File: src/psx_loader_pkg.sv
// ========================================
// Shared widths, region bases and the
// download kind and write-port state types
// ========================================
package psx_loader_pkg;

	// ========================================
	// Widths
	// ========================================

	// Host and RAM byte address
	localparam int ADDR_W    = 27;
	// One host word
	localparam int HALF_W    = 16;
	// One RAM word, two host words packed
	localparam int WORD_W    = 32;
	// Recorded CD image size
	localparam int CD_SIZE_W = 30;

	// ========================================
	// Region bases
	// ========================================

	// BIOS image at 2 MiB
	localparam logic [ADDR_W-1:0] BIOS_BASE_DEFAULT = 27'h020_0000;
	// Executable at 4 MiB
	localparam logic [ADDR_W-1:0] EXE_BASE_DEFAULT  = 27'h040_0000;

	// ========================================
	// Types
	// ========================================

	// Kind of the running download, decoded from the host index
	typedef enum logic [1:0] {
		DL_NONE,
		DL_BIOS,
		DL_EXE,
		DL_CD
	} dl_kind_e;

	// Four-phase RAM write master
	typedef enum logic [1:0] {
		WP_IDLE,
		WP_REQ,
		WP_RELEASE
	} wp_state_e;

endpackage
File: src/psx_loader_top.sv
`timescale 1ns/1ps
// ========================================
// Loader top with decoder, packer, RAM
// write port and media tracker
// ========================================
module psx_loader_top #(
	parameter logic [psx_loader_pkg::ADDR_W-1:0] BIOS_BASE = psx_loader_pkg::BIOS_BASE_DEFAULT,
	parameter logic [psx_loader_pkg::ADDR_W-1:0] EXE_BASE  = psx_loader_pkg::EXE_BASE_DEFAULT
) (
	input  logic                                 clk_1x,
	input  logic                                 arst_n,
	input  logic                                 ext_reset,
	// Host download stream
	input  logic                                 ioctl_download,
	input  logic [7:0]                           ioctl_index,
	input  logic                                 ioctl_wr,
	input  logic [psx_loader_pkg::ADDR_W-1:0]    ioctl_addr,
	input  logic [psx_loader_pkg::HALF_W-1:0]    ioctl_dout,
	output logic                                 ioctl_wait,
	// External RAM write port
	output logic                                 mem_req,
	output logic [psx_loader_pkg::ADDR_W-1:0]    mem_addr,
	output logic [psx_loader_pkg::WORD_W-1:0]    mem_data,
	input  logic                                 mem_ack,
	// Mounts and menu
	input  logic [3:0]                           img_mounted,
	input  logic [63:0]                          img_size,
	input  logic                                 bk_load,
	input  logic                                 bk_save,
	input  logic                                 bk_autosave,
	input  logic                                 osd_open,
	// Core control and status
	output logic                                 core_reset,
	output logic                                 load_exe,
	output logic                                 has_cd,
	output logic [psx_loader_pkg::CD_SIZE_W-1:0] cd_size,
	output logic                                 cd_hps_on,
	output logic                                 cart_loaded,
	output logic                                 memcard1_available,
	output logic                                 memcard2_available,
	output logic                                 memcard1_load,
	output logic                                 memcard2_load,
	output logic                                 memcard_save
);
	import psx_loader_pkg::*;

	dl_kind_e          dl_kind;
	logic              cd_done;
	logic              word_valid;
	logic [ADDR_W-1:0] word_addr;
	logic [WORD_W-1:0] word_data;
	logic              word_taken;

	download_decoder u_decoder (
		.clk_1x         (clk_1x),
		.arst_n         (arst_n),
		.ioctl_download (ioctl_download),
		.ioctl_index    (ioctl_index),
		.ext_reset      (ext_reset),
		.dl_kind        (dl_kind),
		.exe_done       (load_exe),
		.cd_done        (cd_done),
		.core_reset     (core_reset)
	);

	word_packer #(
		.BIOS_BASE (BIOS_BASE),
		.EXE_BASE  (EXE_BASE)
	) u_packer (
		.clk_1x     (clk_1x),
		.arst_n     (arst_n),
		.dl_kind    (dl_kind),
		.ioctl_wr   (ioctl_wr),
		.ioctl_addr (ioctl_addr),
		.ioctl_dout (ioctl_dout),
		.word_taken (word_taken),
		.word_valid (word_valid),
		.word_addr  (word_addr),
		.word_data  (word_data),
		.ioctl_wait (ioctl_wait)
	);

	ram_write_port u_write_port (
		.clk_1x     (clk_1x),
		.arst_n     (arst_n),
		.word_valid (word_valid),
		.word_addr  (word_addr),
		.word_data  (word_data),
		.mem_ack    (mem_ack),
		.mem_req    (mem_req),
		.mem_addr   (mem_addr),
		.mem_data   (mem_data),
		.word_taken (word_taken)
	);

	media_tracker u_tracker (
		.clk_1x             (clk_1x),
		.arst_n             (arst_n),
		.img_mounted        (img_mounted),
		.img_size           (img_size),
		.cd_done            (cd_done),
		.ioctl_addr         (ioctl_addr),
		.dl_kind            (dl_kind),
		.bk_load            (bk_load),
		.bk_save            (bk_save),
		.bk_autosave        (bk_autosave),
		.osd_open           (osd_open),
		.has_cd             (has_cd),
		.cd_size            (cd_size),
		.cd_hps_on          (cd_hps_on),
		.cart_loaded        (cart_loaded),
		.memcard1_available (memcard1_available),
		.memcard2_available (memcard2_available),
		.memcard1_load      (memcard1_load),
		.memcard2_load      (memcard2_load),
		.memcard_save       (memcard_save)
	);

endmodule

File: src/media_tracker.sv
`timescale 1ns/1ps
// ========================================
// CD and memory-card mount state with the
// memory-card load and save pulses
// ========================================
module media_tracker (
	input  logic                                 clk_1x,
	input  logic                                 arst_n,
	input  logic [3:0]                           img_mounted,
	input  logic [63:0]                          img_size,
	input  logic                                 cd_done,
	input  logic [psx_loader_pkg::ADDR_W-1:0]    ioctl_addr,
	input  psx_loader_pkg::dl_kind_e             dl_kind,
	input  logic                                 bk_load,
	input  logic                                 bk_save,
	input  logic                                 bk_autosave,
	input  logic                                 osd_open,
	output logic                                 has_cd,
	output logic [psx_loader_pkg::CD_SIZE_W-1:0] cd_size,
	output logic                                 cd_hps_on,
	output logic                                 cart_loaded,
	output logic                                 memcard1_available,
	output logic                                 memcard2_available,
	output logic                                 memcard1_load,
	output logic                                 memcard2_load,
	output logic                                 memcard_save
);
	import psx_loader_pkg::*;

	logic       size_nonzero;
	logic       save_auto;
	logic       old_load;
	logic       old_save;
	logic       old_save_auto;
	// Index 0 is card 1 on mount bit 2, index 1 is card 2 on bit 3
	logic [1:0] card_avail;
	logic [1:0] card_load;

	assign size_nonzero = (img_size != 64'd0);
	// Autosave fires when the menu opens
	assign save_auto    = osd_open && bk_autosave;

	// ========================================
	// CD image state
	// ========================================

	always_ff @(posedge clk_1x or negedge arst_n) begin
		if (!arst_n) begin
			has_cd      <= 1'b0;
			cd_size     <= '0;
			cd_hps_on   <= 1'b0;
			cart_loaded <= 1'b0;
		end else begin
			// Downloaded image, size is the final byte address
			if (cd_done) begin
				cd_size   <= CD_SIZE_W'(ioctl_addr);
				has_cd    <= 1'b1;
				cd_hps_on <= 1'b0;
			end
			// A mount overrides a download ending in the same cycle
			if (img_mounted[1]) begin
				if (size_nonzero) begin
					cd_size   <= img_size[CD_SIZE_W-1:0];
					has_cd    <= 1'b1;
					cd_hps_on <= 1'b1;
				end else begin
					has_cd <= 1'b0;
				end
			end
			if ((dl_kind == DL_EXE) || (dl_kind == DL_CD) || img_mounted[1]) begin
				cart_loaded <= 1'b1;
			end
		end
	end

	// ========================================
	// Memory cards
	// ========================================

	always_ff @(posedge clk_1x or negedge arst_n) begin
		if (!arst_n) begin
			card_avail    <= 2'b00;
			card_load     <= 2'b00;
			memcard_save  <= 1'b0;
			old_load      <= 1'b0;
			old_save      <= 1'b0;
			old_save_auto <= 1'b0;
		end else begin
			old_load      <= bk_load;
			old_save      <= bk_save;
			old_save_auto <= save_auto;

			card_load <= 2'b00;
			for (int i = 0; i < 2; i++) begin
				if (img_mounted[i+2]) begin
					card_avail[i] <= size_nonzero;
					card_load[i]  <= size_nonzero;
				end
			end
			// Menu reload hits both cards
			if (bk_load && !old_load) begin
				card_load <= 2'b11;
			end

			memcard_save <= (bk_save && !old_save) || (save_auto && !old_save_auto);
		end
	end

	assign memcard1_available = card_avail[0];
	assign memcard2_available = card_avail[1];
	assign memcard1_load      = card_load[0];
	assign memcard2_load      = card_load[1];

endmodule

File: src/ram_write_port.sv
`timescale 1ns/1ps
// ========================================
// Four-phase req/ack write master
// ========================================
module ram_write_port (
	input  logic                              clk_1x,
	input  logic                              arst_n,
	input  logic                              word_valid,
	input  logic [psx_loader_pkg::ADDR_W-1:0] word_addr,
	input  logic [psx_loader_pkg::WORD_W-1:0] word_data,
	input  logic                              mem_ack,
	output logic                              mem_req,
	output logic [psx_loader_pkg::ADDR_W-1:0] mem_addr,
	output logic [psx_loader_pkg::WORD_W-1:0] mem_data,
	output logic                              word_taken
);
	import psx_loader_pkg::*;

	wp_state_e state;
	logic      capture;

	// New word accepted only once the previous ack is gone
	assign capture = (state == WP_IDLE) && word_valid;

	// Address and data held stable for the whole handshake
	always_ff @(posedge clk_1x) begin
		if (capture) begin
			mem_addr <= word_addr;
			mem_data <= word_data;
		end
	end

	// ========================================
	// Handshake FSM
	// ========================================

	always_ff @(posedge clk_1x or negedge arst_n) begin
		if (!arst_n) begin
			state   <= WP_IDLE;
			mem_req <= 1'b0;
		end else begin
			case (state)
				WP_IDLE: begin
					if (capture) begin
						state   <= WP_REQ;
						mem_req <= 1'b1;
					end
				end
				WP_REQ: begin
					// RAM has the word, drop the request
					if (mem_ack) begin
						state   <= WP_RELEASE;
						mem_req <= 1'b0;
					end
				end
				WP_RELEASE: begin
					if (!mem_ack) begin
						state <= WP_IDLE;
					end
				end
				default: begin
					state   <= WP_IDLE;
					mem_req <= 1'b0;
				end
			endcase
		end
	end

	// Packer freed when the ack has returned low
	assign word_taken = (state == WP_RELEASE) && !mem_ack;

endmodule

File: src/word_packer.sv
`timescale 1ns/1ps
// ========================================
// Word packer that joins host halves into
// RAM words at the rebased address
// ========================================
module word_packer #(
	parameter logic [psx_loader_pkg::ADDR_W-1:0] BIOS_BASE = psx_loader_pkg::BIOS_BASE_DEFAULT,
	parameter logic [psx_loader_pkg::ADDR_W-1:0] EXE_BASE  = psx_loader_pkg::EXE_BASE_DEFAULT
) (
	input  logic                                clk_1x,
	input  logic                                arst_n,
	input  psx_loader_pkg::dl_kind_e            dl_kind,
	input  logic                                ioctl_wr,
	input  logic [psx_loader_pkg::ADDR_W-1:0]   ioctl_addr,
	input  logic [psx_loader_pkg::HALF_W-1:0]   ioctl_dout,
	input  logic                                word_taken,
	output logic                                word_valid,
	output logic [psx_loader_pkg::ADDR_W-1:0]   word_addr,
	output logic [psx_loader_pkg::WORD_W-1:0]   word_data,
	output logic                                ioctl_wait
);
	import psx_loader_pkg::*;

	logic [ADDR_W-1:0] region_base;
	logic              strobe;
	logic [HALF_W-1:0] lo_half;
	logic [ADDR_W-1:0] lo_addr;
	logic              wait_q;
	logic              taken_q;

	// CD words go to the bottom of RAM
	always_comb begin
		case (dl_kind)
			DL_BIOS: region_base = BIOS_BASE;
			DL_EXE:  region_base = EXE_BASE;
			default: region_base = '0;
		endcase
	end

	// Strobes outside a known download are dropped
	assign strobe = ioctl_wr && (dl_kind != DL_NONE);

	// ========================================
	// Half and word registers
	// ========================================

	always_ff @(posedge clk_1x) begin
		if (strobe) begin
			if (!ioctl_addr[1]) begin
				lo_half <= ioctl_dout;
				lo_addr <= ioctl_addr + region_base;
			end else begin
				// High half lands above the low half
				word_data <= {ioctl_dout, lo_half};
				word_addr <= lo_addr;
			end
		end
	end

	// ========================================
	// Valid and host wait
	// ========================================

	always_ff @(posedge clk_1x or negedge arst_n) begin
		if (!arst_n) begin
			word_valid <= 1'b0;
			wait_q     <= 1'b0;
			taken_q    <= 1'b0;
		end else begin
			taken_q <= word_taken;

			// A pending word survives the end of the download
			if (word_taken) begin
				word_valid <= 1'b0;
			end

			if (dl_kind == DL_NONE) begin
				wait_q <= 1'b0;
			end else begin
				// Host released one cycle after the word leaves
				if (taken_q) begin
					wait_q <= 1'b0;
				end
				if (strobe && ioctl_addr[1]) begin
					word_valid <= 1'b1;
					wait_q     <= 1'b1;
				end
			end
		end
	end

	// Drops in the same cycle the download ends
	assign ioctl_wait = wait_q && (dl_kind != DL_NONE);

endmodule

File: src/download_decoder.sv
`timescale 1ns/1ps
// ========================================
// Download decoder with the end-of-download
// pulses and the core reset
// ========================================
module download_decoder (
	input  logic                     clk_1x,
	input  logic                     arst_n,
	input  logic                     ioctl_download,
	input  logic [7:0]               ioctl_index,
	input  logic                     ext_reset,
	output psx_loader_pkg::dl_kind_e dl_kind,
	output logic                     exe_done,
	output logic                     cd_done,
	output logic                     core_reset
);
	import psx_loader_pkg::*;

	dl_kind_e kind_next;
	// Kind one cycle behind dl_kind, for falling ends
	dl_kind_e kind_prev;

	// ========================================
	// Index decode
	// ========================================

	always_comb begin
		kind_next = DL_NONE;
		if (ioctl_download) begin
			if (ioctl_index == 8'd0) begin
				kind_next = DL_BIOS;
			end else if (ioctl_index == 8'd1) begin
				kind_next = DL_EXE;
			end else if (ioctl_index[5:0] == 6'd2) begin
				// Upper index bits select the CD drive slot
				kind_next = DL_CD;
			end
		end
	end

	// ========================================
	// Registered kind, end pulses, core reset
	// ========================================

	always_ff @(posedge clk_1x or negedge arst_n) begin
		if (!arst_n) begin
			dl_kind    <= DL_NONE;
			kind_prev  <= DL_NONE;
			exe_done   <= 1'b0;
			cd_done    <= 1'b0;
			core_reset <= 1'b1;
		end else begin
			dl_kind   <= kind_next;
			kind_prev <= dl_kind;

			// One cycle on the first cycle back at DL_NONE
			exe_done <= (kind_prev == DL_EXE) && (dl_kind == DL_NONE);
			cd_done  <= (kind_prev == DL_CD) && (dl_kind == DL_NONE);

			// Core stays in reset while any image is loading
			core_reset <= ext_reset || (kind_next != DL_NONE);
		end
	end

endmodule

File: config.mk
export PLATFORM = sky130hd
export DESIGN_NAME = psx_loader_top
export DESIGN_NICKNAME = d
export VERILOG_FILES = /design/src/psx_loader_pkg.sv /design/src/psx_loader_top.sv /design/src/media_tracker.sv /design/src/ram_write_port.sv /design/src/word_packer.sv /design/src/download_decoder.sv
export SDC_FILE = /design/constraint.sdc
export NUM_CORES = 1
export LEC_CHECK = 0
export ABC_AREA = 1
export BUFFER_PORTS_ARGS = -buffer_cell sky130_fd_sc_hd__buf_2
export CAP_MARGIN = 15
export CORE_MARGIN = 3
export CORE_UTILIZATION = 55
export CTS_CLUSTER_SIZE = 20
export DETAILED_ROUTE_END_ITERATION = 10
export PLACE_DENSITY = 0.83
export SYNTH_ARGS = -nofsm -noshare
export SYNTH_HDL_FRONTEND = slang
export SYNTH_SLANG_ARGS = --single-unit
File: constraint.sdc
create_clock -name clk_1x -period 10.6 [get_ports clk_1x]
set_clock_uncertainty 0.1 [all_clocks]
set_input_delay 1.06 -clock clk_1x [delete_from_list [all_inputs] [get_ports clk_1x]]
set_output_delay 1.06 -clock clk_1x [all_outputs]
set_load 0.01 [all_outputs]
==> reports/results.ini <==
[floorplan]
die_w_um=124
die_h_um=124
rows=42
ios=230
initial_utilization=0.569
fp.dieArea_um2=15300
coreArea_um2=13400

[clock_network]
cts.sinks=215
hold_buffers=0
clk-insertion-delay-late_ps=470
cts_resized=0
clockBufferDepth=3
cts_root_buf=clkbuf_16
path_clk_slew_ps=60
cts_tree=yes
numCtsBuffers=21
h-tree-depth=1
cts_setup_buffers=0

[routing]
viasPerCell=5.04
finalWirelength_mm=16.7
route.detailed.drc=0
post_drt_wl_per_cell_um=17.0
drtPass1Iterations=5
first_iter_violations=409
vias=4947
antenna_left=0

[critical_path]
worst_r2r_path_depth=5
r2r-start=u_decoder.cd_done
crit_path_end_kind=primary output
crit_start=u_decoder.dl_kind[1]
crit_required_ps=9440
start_kind=register
worst_ep_arrival_time_ps=1480
cp_top_family=simple AND/OR/NAND/NOR gates
rrSetupSlack_ps=8580
crit_top_cell=nor2_1
crit_slowest_cell=dfrtp_1
crit_chain=nor2_1 > nor2_1 > buf_2
r2r_end=u_tracker.cd_size[25]
critical_path_peak_fanout=5
cpPeakStageDelay_ps=400
path_buf_inv=1
worstSetupPathType=register to primary output

[pwr]
irDropWorstVdd_mv=0.0914
power_leakage_nw=4.19
power_density_nw_per_um2=200

[place]
hpwl_mm=11.7
io_buffers=228
post-place-ws_ps=7550
gp_congestion=0.875

[logic_synthesis]
syn_area_um2=7620
synth_top_area_frac=0.635
ys_types=22
syn_area_per_cell_um2=13.8
synthCells=552
yosysWarnings=0
synthTopCellsByArea=edfxtp_1, dfrtp_1, nand2_1
yosys.area.top_type=edfxtp_1
syn_nets=684
yosys_register_bits=215
yosysSeqAreaShare=0.812

[sta]
hold_ws_ps=313
rsz0062_at_grt=no
hold_viol=0
tightestPinTransition_ps=1050
final.period_utilization=0.249
final-max-slew-violation-count=0
fmax_mhz=378
tns_ps=0
maxSlewHeadroom=0.296
finalSetupViolations=0
setup_ws_ps=7960
min_period_ps=2640

[cells_and_area]
drive_gt1_frac=0.335
num_antenna_cells=0
final_common_cell=buf_2
final_cell_mix=buf_2, nand2_1, edfxtp_1, nor2_1, dfrtp_1
final_nets=925
fillers=890
syn_to_final_growth_pct=26.3

[run_status]
status=completed

[global_routing]
grt_antenna_before_repair=0
first_global_vias=4884
track_usage=0.217
grt-ovfl-total=0
grt_max_degree=61
grt_pass1_wl_mm=25.2

[worst_hold_path]
hold_depth=0
worstHoldStart=u_packer.lo_half[6]
hp-class=register to register
whs_endpoint=u_packer.word_data[6]

[flow_run]
maxCapViolations=0

logic make-up after synthesis:
kind of cell	synth area share
and+or+nand+nor	0.139
DFF	0.812
buffers and inverters	0.0250
AOI/OAI and AO/OA	0.0130
xor gates and xnor gates	0.00460
adders and majority gates	0.00591
stage by stage:
step           power [mW]  std cells   util  instance area, um^2
2_1_floorplan        1.11        552      -                 7620
3_3_place_gp         1.21        946  0.668                 8950
3_5_place_dp         1.22        946  0.668                 8950
4_1_cts              1.94        982  0.718                 9620
5_1_grt              2.00        982  0.718                 9620
6_report             1.92        982  0.718                 9620
flip-flops by register name (all words and copies together), names as in the netlist, 2 cells and up:
name                   cells
u_tracker.cd_size         30
u_decoder.kind_prev        2
u_tracker.card_avail       2
u_write_port.mem_data     32
u_write_port.state         2
u_packer.word_data        32
u_write_port.mem_addr     27
u_packer.lo_addr          27
u_packer.word_addr        27
u_tracker.card_load        2
u_packer.lo_half          16
u_decoder.dl_kind          2
worst register-to-register path: stages (launching register included):
cell and delay (ps):
dfrtp_1 360, buf_4 240, inv_1 820, o21ai_0 220, nand2_1 110, nand2_1 60
worst max-delay path by stage:
stage	to	slack, ps	cells after the start
floorplan	u_packer.word_addr[0]	4780	2
global placement	u_tracker.has_cd	7570	9
detailed placement	u_tracker.has_cd	7550	9
CTS	ioctl_wait	7970	3
global route	ioctl_wait	7870	3
finish	ioctl_wait	7960	3
Yosys cell counts:
cell        n
nand2_1   170
edfxtp_1  161
nor2_1     60
dfrtp_1    53
nand3_1    32
inv_1      27
o21ai_0    14
clkbuf_1    6
buf_2       5
xor2_1      4
a21oi_1     3
buf_6       3
nor3_1      3
buf_1       2
ha_1        2
dfstp_2     1
fa_1        1
nand2_2     1
nand2_4     1
nand4_1     1
o22ai_1     1
o31ai_1     1
routing by layer:
| metal | track usage | vias up | wire length (um) |
|---|---|---|---|
| li1 | - | 2345 | - |
| met1 | 0.272 | 2310 | 6180 |
| met2 | 0.385 | 267 | 8760 |
| met3 | 0.0490 | 25 | 1490 |
| met4 | 0.0533 | 0 | 304 |
| met5 | 0 | - | 0 |
final cells by class:
cell class                      instances  area [um^2]  share of cell area
Inverter                               27          101              0.0105
Clock buffer                           23          533              0.0554
Multi-Input combinational cell        294         1250               0.130
Clock inverter                         13          143              0.0148
Timing Repair Buffer                  234         1190               0.123
Tap cell                              176          220              0.0229
Sequential cell                       215         6190               0.643
report_power, final:
part / internal [mW] / switching [mW] / leakage [nW]
combinational: 0.0703 / 0.124 / 1.75
clock: 0.435 / 0.290 / 0.322
sequential: 0.981 / 0.0224 / 2.11
(Power assumes the default switching activity.)
